File: src/include/dcache_cfg.svh
`ifndef DCACHE_CFG_SVH
`define DCACHE_CFG_SVH

// Cache geometry
// 8 sets of two ways, two words per block

// Number of sets
`define DCACHE_SETS 8

// Words held by one block
`define DCACHE_BLK_WORDS 2

// Set index width in address bits
`define DCACHE_IDX_W 3

// Tag width, every address bit above the index
`define DCACHE_TAG_W 26

// Data word and byte address width
`define DCACHE_WORD_W 32

// Byte offset bits below the block offset
`define DCACHE_BYTE_W 2

// Address layout, high to low
// tag | index | block offset | byte offset

// Hit statistic lands here at the end of a flush
`define DCACHE_COUNT_ADDR 32'h0000_3100

`endif

File: src/verilog/dcache_pkg.sv
`include "dcache_cfg.svh"

package dcache_pkg;

	// Data word, also used for byte addresses
	typedef logic [`DCACHE_WORD_W-1:0] word_t;

	// Tag field of an address
	typedef logic [`DCACHE_TAG_W-1:0] dtag_t;

	// Set index field of an address
	typedef logic [`DCACHE_IDX_W-1:0] idx_t;

	// Way number, 0 is the first way
	typedef logic way_t;

	////////////////////
	// Controller states
	////////////////////
	typedef enum logic [3:0] {
		// Serving hits, waiting for a request
		s_idle,
		// Dirty victim write back, two words
		s_wb0,
		s_wb1,
		// Block fetch, two words
		s_fd0,
		s_fd1,
		// Flush loop head, looks for a dirty entry
		s_dchk,
		// Flush write back of one dirty entry
		s_fwb0,
		s_fwb1,
		// Statistic write
		s_wrcnt,
		// Done, held until reset
		s_flushed
	} dstate_t;

endpackage

File: src/verilog/dcache_array.sv
`timescale 1ns/1ps
`include "dcache_cfg.svh"

module dcache_array (
	input  logic                CLK,
	input  logic                nRST,
	input  dcache_pkg::word_t   addr,
	input  dcache_pkg::word_t   store_data,
	input  dcache_pkg::word_t   load_data,
	input  logic                store_en,
	input  logic                fill_en,
	input  logic                word_sel,
	input  logic                flush_sel,
	input  logic                clean_en,
	input  logic                count_sel,
	input  dcache_pkg::word_t   count,
	input  dcache_pkg::way_t    victim_way,
	output logic                tag_match,
	output dcache_pkg::way_t    hit_way,
	output logic                victim_dirty,
	output logic                some_dirty,
	output dcache_pkg::word_t   mem_addr,
	output dcache_pkg::word_t   mem_data,
	output dcache_pkg::word_t   read_data
);
	import dcache_pkg::*;

	// Field positions inside the address
	localparam int OFF_BIT = `DCACHE_BYTE_W;
	localparam int IDX_LO = `DCACHE_BYTE_W + 1;

	// Request address fields
	dtag_t a_tag;
	idx_t  a_idx;
	logic  a_off;

	// Storage, per set and way
	logic  valid_q [`DCACHE_SETS][2];
	logic  dirty_q [`DCACHE_SETS][2];
	dtag_t tag_q [`DCACHE_SETS][2];
	word_t data_q [`DCACHE_SETS][2][`DCACHE_BLK_WORDS];

	logic match0;
	logic match1;

	// Highest dirty entry found by the scan
	idx_t scan_idx;
	way_t scan_way;

	// Entry that feeds the memory side
	idx_t wb_idx;
	way_t wb_way;

	assign a_tag = addr[`DCACHE_WORD_W-1 -: `DCACHE_TAG_W];
	assign a_idx = addr[IDX_LO +: `DCACHE_IDX_W];
	assign a_off = addr[OFF_BIT];

	////////////////////
	// Lookup
	////////////////////
	assign match0 = valid_q[a_idx][0] && (tag_q[a_idx][0] == a_tag);
	assign match1 = valid_q[a_idx][1] && (tag_q[a_idx][1] == a_tag);
	assign tag_match = match0 || match1;
	// Both ways never hold the same tag
	assign hit_way = way_t'(match1);
	assign read_data = data_q[a_idx][hit_way][a_off];
	assign victim_dirty = dirty_q[a_idx][victim_way];

	////////////////////
	// Dirty scan
	////////////////////
	always_comb begin
		scan_idx = '0;
		scan_way = '0;
		some_dirty = 1'b0;
		// Later entries override, so the highest one wins
		for (int s = 0; s < `DCACHE_SETS; s++) begin
			for (int w = 0; w < 2; w++) begin
				if (dirty_q[s][w]) begin
					scan_idx = idx_t'(s);
					scan_way = way_t'(w);
					some_dirty = 1'b1;
				end
			end
		end
	end

	////////////////////
	// Memory side
	////////////////////
	// Flush takes the scanned entry, a miss takes the victim
	assign wb_idx = flush_sel ? scan_idx : a_idx;
	assign wb_way = flush_sel ? scan_way : victim_way;

	always_comb begin
		if (count_sel) begin
			mem_addr = `DCACHE_COUNT_ADDR;
		end else if (flush_sel || victim_dirty) begin
			// Write back of the stored block
			mem_addr = {tag_q[wb_idx][wb_way], wb_idx, word_sel, {`DCACHE_BYTE_W{1'b0}}};
		end else begin
			// Fetch of the requested block
			mem_addr = {a_tag, a_idx, word_sel, {`DCACHE_BYTE_W{1'b0}}};
		end
	end

	assign mem_data = count_sel ? count : data_q[wb_idx][wb_way][word_sel];

	////////////////////
	// State bits
	////////////////////
	always_ff @(posedge CLK, negedge nRST) begin
		if (!nRST) begin
			for (int s = 0; s < `DCACHE_SETS; s++) begin
				for (int w = 0; w < 2; w++) begin
					valid_q[s][w] <= 1'b0;
					dirty_q[s][w] <= 1'b0;
				end
			end
		end else begin
			// Write hit marks the block dirty
			if (store_en) begin
				dirty_q[a_idx][hit_way] <= 1'b1;
			end
			// Fill leaves a clean valid block
			if (fill_en) begin
				valid_q[a_idx][victim_way] <= 1'b1;
				dirty_q[a_idx][victim_way] <= 1'b0;
			end
			// Last word of a write back done
			if (clean_en) begin
				dirty_q[wb_idx][wb_way] <= 1'b0;
			end
		end
	end

	// Tags and words
	always_ff @(posedge CLK) begin
		if (store_en) begin
			data_q[a_idx][hit_way][a_off] <= store_data;
		end
		if (fill_en) begin
			data_q[a_idx][victim_way][word_sel] <= load_data;
			tag_q[a_idx][victim_way] <= a_tag;
		end
	end

endmodule

File: src/verilog/dcache_lru.sv
`timescale 1ns/1ps
`include "dcache_cfg.svh"

module dcache_lru (
	input  logic               CLK,
	input  logic               nRST,
	input  dcache_pkg::idx_t   idx,
	input  logic               touch,
	input  dcache_pkg::way_t   used_way,
	output dcache_pkg::way_t   victim_way
);
	import dcache_pkg::*;

	// One bit per set, names the least recently used way
	way_t lru_q [`DCACHE_SETS];

	////////////////////
	// Update on hit
	////////////////////
	always_ff @(posedge CLK, negedge nRST) begin
		if (!nRST) begin
			for (int s = 0; s < `DCACHE_SETS; s++) begin
				lru_q[s] <= 1'b0;
			end
		end else if (touch) begin
			// The other way becomes the oldest
			lru_q[idx] <= ~used_way;
		end
	end

	// Victim for the set being addressed
	assign victim_way = lru_q[idx];

endmodule

File: src/verilog/dcache_ctrl.sv
`timescale 1ns/1ps

module dcache_ctrl (
	input  logic                CLK,
	input  logic                nRST,
	input  logic                halt,
	input  logic                dmemREN,
	input  logic                dmemWEN,
	input  logic                tag_match,
	input  logic                victim_dirty,
	input  logic                some_dirty,
	input  logic                dwait,
	output logic                dhit,
	output logic                store_en,
	output logic                fill_en,
	output logic                word_sel,
	output logic                flush_sel,
	output logic                clean_en,
	output logic                count_sel,
	output logic                dREN,
	output logic                dWEN,
	output logic                flushed,
	output dcache_pkg::word_t   count
);
	import dcache_pkg::*;

	dstate_t state;
	dstate_t next_state;

	logic req;
	// Memory beat finishes this cycle
	logic beat_done;

	// Statistic counters
	word_t hit_cnt;
	word_t miss_cnt;

	assign req = dmemREN || dmemWEN;
	assign beat_done = !dwait;

	// Hits only served while idle
	assign dhit = (state == s_idle) && req && tag_match;
	assign store_en = dhit && dmemWEN;

	////////////////////
	// Next state
	////////////////////
	always_comb begin
		next_state = state;
		case (state)
			s_idle: begin
				if (req && !tag_match) begin
					// Dirty victim goes out before the fetch
					next_state = victim_dirty ? s_wb0 : s_fd0;
				end else if (!req && halt) begin
					next_state = s_dchk;
				end
			end
			s_wb0: if (beat_done) next_state = s_wb1;
			s_wb1: if (beat_done) next_state = s_fd0;
			s_fd0: if (beat_done) next_state = s_fd1;
			// Back to idle, request then hits
			s_fd1: if (beat_done) next_state = s_idle;
			s_dchk: next_state = some_dirty ? s_fwb0 : s_wrcnt;
			s_fwb0: if (beat_done) next_state = s_fwb1;
			s_fwb1: if (beat_done) next_state = s_dchk;
			s_wrcnt: if (beat_done) next_state = s_flushed;
			s_flushed: next_state = s_flushed;
			default: next_state = s_idle;
		endcase
	end

	always_ff @(posedge CLK, negedge nRST) begin
		if (!nRST) begin
			state <= s_idle;
		end else begin
			state <= next_state;
		end
	end

	////////////////////
	// Outputs
	////////////////////
	assign dREN = (state == s_fd0) || (state == s_fd1);
	assign dWEN = (state == s_wb0) || (state == s_wb1) || (state == s_fwb0)
		|| (state == s_fwb1) || (state == s_wrcnt);
	// Second word of a block
	assign word_sel = (state == s_wb1) || (state == s_fd1) || (state == s_fwb1);
	assign flush_sel = (state == s_fwb0) || (state == s_fwb1);
	assign count_sel = (state == s_wrcnt);
	assign flushed = (state == s_flushed);
	// Strobes only on the completing edge
	assign fill_en = dREN && beat_done;
	// Victim is cleaned too, so the fetch then uses the request address
	assign clean_en = ((state == s_fwb1) || (state == s_wb1)) && beat_done;

	////////////////////
	// Hit statistic
	////////////////////
	always_ff @(posedge CLK, negedge nRST) begin
		if (!nRST) begin
			hit_cnt <= '0;
			miss_cnt <= '0;
		end else begin
			if (dhit) begin
				hit_cnt <= hit_cnt + 1'b1;
			end
			// One per fetch started, cancels the hit after the fill
			if ((next_state == s_fd0) && (state != s_fd0)) begin
				miss_cnt <= miss_cnt + 1'b1;
			end
		end
	end

	// First try hits
	assign count = hit_cnt - miss_cnt;

endmodule

File: src/verilog/dcache.sv
`timescale 1ns/1ps
`include "dcache_cfg.svh"

module dcache (
	input  logic                CLK,
	input  logic                nRST,
	input  logic                halt,
	input  logic                dmemREN,
	input  logic                dmemWEN,
	input  dcache_pkg::word_t   dmemaddr,
	input  dcache_pkg::word_t   dmemstore,
	output logic                dhit,
	output dcache_pkg::word_t   dmemload,
	output logic                flushed,
	input  logic                dwait,
	input  dcache_pkg::word_t   dload,
	output logic                dREN,
	output logic                dWEN,
	output dcache_pkg::word_t   daddr,
	output dcache_pkg::word_t   dstore
);
	import dcache_pkg::*;

	// Array status
	logic tag_match;
	logic victim_dirty;
	logic some_dirty;
	way_t hit_way;
	way_t victim_way;

	// Controller strobes
	logic store_en;
	logic fill_en;
	logic word_sel;
	logic flush_sel;
	logic clean_en;
	logic count_sel;
	word_t count;

	// Set index of the request
	idx_t idx;

	assign idx = dmemaddr[`DCACHE_BYTE_W + 1 +: `DCACHE_IDX_W];

	dcache_array i_array (
		.CLK(CLK), .nRST(nRST), .addr(dmemaddr), .store_data(dmemstore),
		.load_data(dload), .store_en(store_en), .fill_en(fill_en), .word_sel(word_sel),
		.flush_sel(flush_sel), .clean_en(clean_en), .count_sel(count_sel), .count(count),
		.victim_way(victim_way), .tag_match(tag_match), .hit_way(hit_way),
		.victim_dirty(victim_dirty), .some_dirty(some_dirty), .mem_addr(daddr),
		.mem_data(dstore), .read_data(dmemload)
	);

	// A hit marks its way as most recent
	dcache_lru i_lru (
		.CLK(CLK), .nRST(nRST), .idx(idx), .touch(dhit), .used_way(hit_way),
		.victim_way(victim_way)
	);

	dcache_ctrl i_ctrl (
		.CLK(CLK), .nRST(nRST), .halt(halt), .dmemREN(dmemREN), .dmemWEN(dmemWEN),
		.tag_match(tag_match), .victim_dirty(victim_dirty), .some_dirty(some_dirty),
		.dwait(dwait), .dhit(dhit), .store_en(store_en), .fill_en(fill_en),
		.word_sel(word_sel), .flush_sel(flush_sel), .clean_en(clean_en),
		.count_sel(count_sel), .dREN(dREN), .dWEN(dWEN), .flushed(flushed), .count(count)
	);

endmodule

File: config.mk
export PLATFORM = sky130hd
export DESIGN_NAME = dcache
export DESIGN_NICKNAME = d
export VERILOG_FILES = /design/src/verilog/dcache_pkg.sv /design/src/verilog/dcache_array.sv /design/src/verilog/dcache_lru.sv /design/src/verilog/dcache_ctrl.sv /design/src/verilog/dcache.sv
export VERILOG_INCLUDE_DIRS = /design/src /design/src/include
export SDC_FILE = /design/constraint.sdc
export NUM_CORES = 2
export LEC_CHECK = 0
export BUFFER_PORTS_ARGS = -buffer_cell sky130_fd_sc_hd__buf_2
export CORE_MARGIN = 3
export CORE_UTILIZATION = 40
export CTS_BUF_LIST = sky130_fd_sc_hd__clkbuf_4 sky130_fd_sc_hd__clkbuf_8
export DETAILED_ROUTE_END_ITERATION = 8
export REMOVE_ABC_BUFFERS = 1
export SLEW_MARGIN = 10
export SYNTH_ARGS = -nofsm -noshare
export SYNTH_HDL_FRONTEND = slang
export SYNTH_SLANG_ARGS = --single-unit
File: constraint.sdc
create_clock -name CLK -period 4 [get_ports CLK]
set_input_delay 0 -clock CLK [delete_from_list [all_inputs] [get_ports CLK]]
set_output_delay 0 -clock CLK [all_outputs]
set_load 0.02 [all_outputs]
## After elaboration in Yosys (flattened, before gate mapping)

Memory sizes are Yosys's and may differ from the RTL's.
Index checks and enable logic that the tools add are counted.

| cells by class | value |
|---|---|
| bitwise logic cells | 142 |
| $add $sub $neg | 3 |
| magnitude comparators | 14 |
| eq/ne operators | 13 |
| mux-type cells | 250 |
| reductions and logical operators | 33 |

Operators with widths:

| operator | number |
|---|---|
| two-way mux 64 bit | 8 |
| two-way mux 32 bit | 11 |
| two-way mux 128 bit | 2 |
| two-way mux 1 bit | 173 |
| demux 64 bit (select 1 bit) | 2 |
| OR 1 bit | 128 |
| two-way mux 26 bit | 4 |
| adder 32 x 1 -> 32 bit, second input constant | 2 |
| demux 32 bit (select 1 bit) | 2 |
| == test 26 bit | 2 |
| two-way mux 52 bit | 1 |
| two-way mux 16 bit | 3 |
| two-way mux 4 bit | 10 |
| one-hot mux 4 bit (10 select lines) | 1 |
| bitwise AND 16 bit | 2 |
| inverter 16 bit | 2 |
| OR 16 bit | 2 |
| subtractor 32 bit | 1 |
| two-way mux 3 bit | 9 |
| demux 26 bit (select 1 bit) | 1 |
| two-way mux 2 bit | 12 |
| demux 2 bit (select 3 bit) | 3 |
| logical AND 1 bit | 17 |
| == test 4 x 3 -> 1 bit, second input constant | 4 |
| 19 further kinds | 53 |

| storage, ports and cells | value |
|---|---|
| logic and storage cells | 500 |
| bits of input ports | 102 |
| RAM bits | 1440 |
| memories kept | 2 |
| flip-flop bits (word level) | 108 |
| output and inout bits | 100 |

Memories:

| name | words | width | rd ports | clocked after Yosys merged registers in | wr ports | line | text |
|---|---|---|---|---|---|---|---|
| i_array.data_q | 8 | 128 | 2 | 0 | 1 | dcache_array.sv:41 | `` word_t data_q [`DCACHE_SETS][2][`DCACHE_BLK_WORDS]; `` |
| i_array.tag_q | 8 | 52 | 2 | 0 | 1 | dcache_array.sv:40 | `` dtag_t tag_q [`DCACHE_SETS][2]; `` |

## Logic depth before layout (Yosys ltp)

| logic depth | value |
|---|---|
| depth after elaboration | 26 |
| gate-level depth with buffers | 18 |
| gate-level depth less buffers | 14 |

## By module

From an unflattened synthesis, not the netlist that was laid out.

| second synthesis, totals | value |
|---|---|
| cells, all modules | 6601 |
| area, all modules | 78007.3 um2 |

Modules (own cells, without submodules):

| module | sequential area each (um2) | area each (um2) | cells an instance | instances |
|---|---|---|---|---|
| dcache_array | 44042.2 | 72618.4 | 6022 | 1 |
| dcache_ctrl | 1701.6 | 4916.0 | 540 | 1 |
| dcache_lru | 200.2 | 473.0 | 39 | 1 |

## Least setup slack after synthesis

No wires, ideal clock.

| timing | value |
|---|---|
| kind | input to register |
| start | in dmemaddr[5] |
| end | mem i_array.data_q[0][32] in the netlist's numbering (enable) |
| setup time | 0.421 ns |
| stages | 12 |
| slack | -0.438 ns |
| data required time | 3.579 ns |
| arrival time | 4.017 ns |
| buffers on the path | 3 |
| cells stage by stage | buf_2 and3b_1 buf_2 a22o_1 or4_1 a221oi_1 nand4_1 nor4_4 buf_2 nand2_1 o21a_1 nor2_1 |

| between the ends | value |
|---|---|
| cells in the longest elaborated chain, start to end | 12 |
| elaborated cells between the ends (all ways) | 31 |
| classes of those cells | 4 x order compare; 2 x eq/ne; 13 x mux; 4 x bitwise; 7 x reduce/logical; 1 x memory |

Ends and longest elaborated chain:

| item | line | text |
|---|---|---|
| from (decl) | dcache.sv:10 | `input dcache_pkg::word_t dmemaddr,` |
| parallel branches: the longest is 12 deep, another holds memory (8 x 52 bit) | n/a |  |
| to (decl) | dcache_array.sv:41 |  |

Parallel ways; which one is timed is not known. The select of a mux whose other input is x is not followed.

==> impl_results.rst <==
.. list-table::
   :header-rows: 1

   * - Metric
     - Value
   * - Number of violations of the max-capacitance limit
     - 0
   * - Net switching power
     - roughly 0.020 W
   * - Post-route cell area
     - around 100000 um^2
   * - Final period util
     - 1.16
   * - TritonCTS clock tree
     - yes
   * - Routed vias/inst
     - 6.42
   * - Most frequent cells in the layout
     - edfxtp_1, nand2_1, buf_4
   * - Critical path fanouts, max
     - 6
   * - Cell depth of the worst flop-to-flop path
     - 17
   * - Run status
     - finished, violations left
   * - Area added between synthesis and finish
     - 32.0%
   * - Final setup slack of the worst path
     - -638 ps
   * - Sequential-to-total area share from yosys stat
     - 0.608
   * - DRC violations left
     - 9
   * - P_int
     - around 0.036 W
   * - Primary flip-flop cell chosen by synthesis mapping
     - edfxtp_1
   * - Maximum VDD drop
     - between 0.5 and 0.6 mV
   * - Switching power as a share of total power
     - 0.357
   * - Detailed-route wire length per cell
     - about 32 um
   * - Net count reported at finish
     - 7351
   * - Clock Pin Slew Worst Setup and Hold Paths
     - around 60 ps
   * - Overall power after layout
     - ~0.056 W
   * - Final Core Density
     - 0.535
   * - CTS Root Buffer Type
     - clkbuf_8
   * - Pin count of the biggest net entering global routing
     - between 100 and 150
   * - YS warnings
     - 0
   * - Total negative slack
     - -92900 ps
   * - Post-synth EDFFs
     - around 1400
   * - Width of the chip
     - between 400 and 500 um
   * - Final RePlAce weighted congestion
     - roughly 0.92
   * - Register share of total power
     - 0.332
   * - Highest clock frequency the design can meet
     - ~0.22 GHz
   * - TritonCTS Buffers
     - approximately 280
   * - Count of antenna-violating nets left after detailed routing
     - 0
   * - Transition time at the pin with the least slew margin
     - approximately 1100 ps
   * - Rows
     - 158
   * - Tot GR Track Use
     - 0.308
   * - Fill cell instance count of the final layout
     - about 15000
   * - Wire length of the first global-routing pass
     - about 430000 um
   * - Synthesized area per cell
     - 12.2 um^2
   * - Height of the chip
     - ~440 um
   * - Global route overflow
     - 0
   * - Fin crit period
     - roughly 4600 ps
   * - Yosys top cell area share
     - 0.572
   * - Setup slack of the most critical reg-to-reg path
     - -300 ps
   * - Setup slack at placement
     - -733 ps
   * - Mapped cell area
     - roughly 76000 um^2
   * - Worst path slowest cell
     - mux4_2
   * - RSZ-0062 raised after global routing
     - yes
   * - Crit-path cells
     - mux4_2 -> mux2i_1 -> xnor2_1 -> nor4_2 -> nand4_1 -> buf_4 -> nor4_4 -> buf_12 -> buf_12 -> buf_12 -> buf_12 -> mux4_2 -> buf_6
   * - Endpoint of the lowest-slack register-to-register path
     - i_array.data_q[4][110]
   * - CP Capture Type
     - primary output
   * - Number of top-level design ports
     - between 200 and 250
   * - Standard cell core area
     - between 150000 and 200000 um^2
   * - Clock latency at the later pin of the worst-skew pair
     - between 1000 and 1500 ps
   * - Worst Setup EP
     - dmemload[13]
   * - Buffer levels on the longest clock path
     - 4
   * - Number of global-route vias before repair
     - about 61000
   * - Total of flip-flops plus latches after synthesis
     - 1548
   * - First-iteration detailed-routing DRC count
     - between 9000 and 10000
   * - Power density of the placed cells
     - about 560 nW/um^2
   * - Die outline area
     - approximately 190000 um^2
   * - Leak pwr
     - 35.8 nW
   * - Sink count of the clock tree
     - about 1500
   * - Antenna violations before repair
     - 13
   * - HPWL after detailed placement
     - 175000 um
   * - Max stage delay on crit path
     - roughly 550 ps
   * - Layout cell share with drive strength beyond 1
     - 0.314
   * - H-tree lvl count
     - 5
   * - Count of final max-slew check failures
     - 0
   * - Violated checks
     - design-rule violations, negative setup slack
   * - Count of distinct cell types in the synthesized netlist
     - between 70 and 80
   * - Starting Density
     - 0.405
   * - Cell area after placement
     - 83900 um^2
   * - Kind of critical path
     - flop to primary output
   * - Launching point of the worst reg2reg path
     - i_array.tag_q[3][51]
   * - Most common cell after layout, fill and taps aside
     - edfxtp_1
   * - Cell repeated most along the worst path
     - buf_12
   * - Library cell with the largest summed area after synthesis
     - edfxtp_1
   * - Final Hold Fails
     - 0
   * - Crit. Startpoint
     - i_array.tag_q[3][5]
   * - Required time of the critical path
     - about 4000 ps
   * - DR vias
     - 63500
   * - Hold/Removal Path Class
     - input pin to flop
   * - Worst clock skew on the final layout
     - around 100 ps
   * - Length of the first detailed-routing pass in iterations
     - 9
   * - Max_slew headroom
     - 0.257
   * - Final setup violation count
     - between 500 and 600
   * - Combinational power share
     - 0.399
   * - Critical path data arrival time
     - ~4600 ps
   * - Port Buffer Count
     - about 200
   * - Kind of start point of the critical path
     - flop
   * - Post-synth ARST share
     - 0.0698
   * - Instance count of the mapped netlist
     - 6221
   * - Clock group share of total power
     - 0.269
   * - Main area contributors after synthesis
     - edfxtp_1, nand2_1, mux4_2
   * - WL final
     - approximately 310000 um
## what timing repair did
item | in CTS | in global routing
endpoints found under the hold margin | 1595 | 0
gates resized for setup | 601 | 423
setup endpoints to repair | 639 | 912
hold buffers | 201 | 0
buffers inserted | 167 | 129
cloned | 46 | 25
pin swaps | 188 | 200
## registers in the layout, summed over array words and instances (netlist names)
name,cells
i_array.data_q,1024
i_array.tag_q,416
i_ctrl.hit_cnt,32
i_ctrl.miss_cnt,32
i_array.dirty_q,16
i_array.valid_q,16
i_lru.lru_q,8
i_ctrl.state,4
## worst max-delay path, delay by kind of cell, from the launching register on
family,cells,cell delay (ps)
multiplexers,3,1280
buffers and inverters,6,970
AND/OR/NAND/NOR,3,820
flip-flops,1,400
XOR/XNOR,1,160
## metrics by stage
| stage | std cells | hold slack (ps) |
|---|---|---|
| after CTS | 9771 | -30.0 |
| after detailed placement | 8901 | 196 |
| final | 9888 | 53.0 |
| after floorplan | 5718 | -296 |
| after global placement | 8899 | 181 |
| after global routing | 9887 | 35.6 |
## cell type report
type	instances	area, um^2	share of cell area
Multi-Input combinational cell	4122	30800	0.308
Sequential cell	1548	45900	0.460
Antenna cell	4	10.0	0.000100
Clock buffer	354	4450	0.0446
Tap cell	2480	3100	0.0311
Timing Repair Buffer	1213	14400	0.144
Clock inverter	118	900	0.00901
Inverter	49	191	0.00192
## metal layers
layer  share of wire  GRT usage
met5         0.00011          0
met2            0.45      0.476
met4           0.078      0.194
met1            0.35      0.386
met3            0.13     0.0770
## power groups by stage
| stage | logic, W | registers (W) | clock network (W) |
|---|---|---|---|
| 2_1_floorplan | 0.00959 | 0.0188 | 0 |
| 3_3_place_gp | 0.0152 | 0.0188 | 0 |
| 3_5_place_dp | 0.0153 | 0.0189 | 0 |
| 4_1_cts | 0.0198 | 0.0185 | 0.0150 |
| 5_1_grt | 0.0230 | 0.0186 | 0.0158 |
| 6_report | 0.0223 | 0.0185 | 0.0150 |
## synthesized netlist by cell type (17+ instances only)
cell type     n
edfxtp_1   1440
nand2_1    1394
nand3_1     402
clkbuf_1    392
a22oi_1     320
a311oi_1    318
mux2_2      179
and3_1      170
mux4_2      142
nor2_1      133
mux2i_1     119
nor3_1      111
dfrtp_1     108
xnor2_1     104
a21oi_1      94
a221oi_1     84
nand4_1      74
buf_2        62
o21ai_0      57
inv_1        47
a22o_1       41
ha_1         33
xor2_1       33
a222oi_1     32
a31oi_1      28
a21o_1       27
buf_1        26
nor4_1       23
or2_2        21
a211oi_1     19
o22ai_1      17
## cells by family after synthesis
family,share of synthesized area
multiplexers,0.0856
buffers and inverters,0.0306
flip-flops,0.608
AO/OA/AOI/OAI,0.113
XOR/XNOR,0.0159
adder cells (fa/ha/maj),0.00573
AND/OR/NAND/NOR,0.142
other,0.0000496
## how the worst min path moves through the flow
stage                 startpoint                     end  slack (ps)  cells after the start
floorplan                   nRST      i_array.dirty_q[0]        -300                      0
global placement            nRST      i_ctrl.hit_cnt[31]         180                      1
detailed placement          nRST      i_ctrl.hit_cnt[29]         200                      1
CTS                 dmemaddr[18]    i_array.tag_q[0][12]         -30                      2
global route        dmemaddr[19]    i_array.tag_q[4][13]          40                      2
finish                 dload[21]  i_array.data_q[4][117]          50                      3
Note: power is estimated with default switching activity, not from simulation.
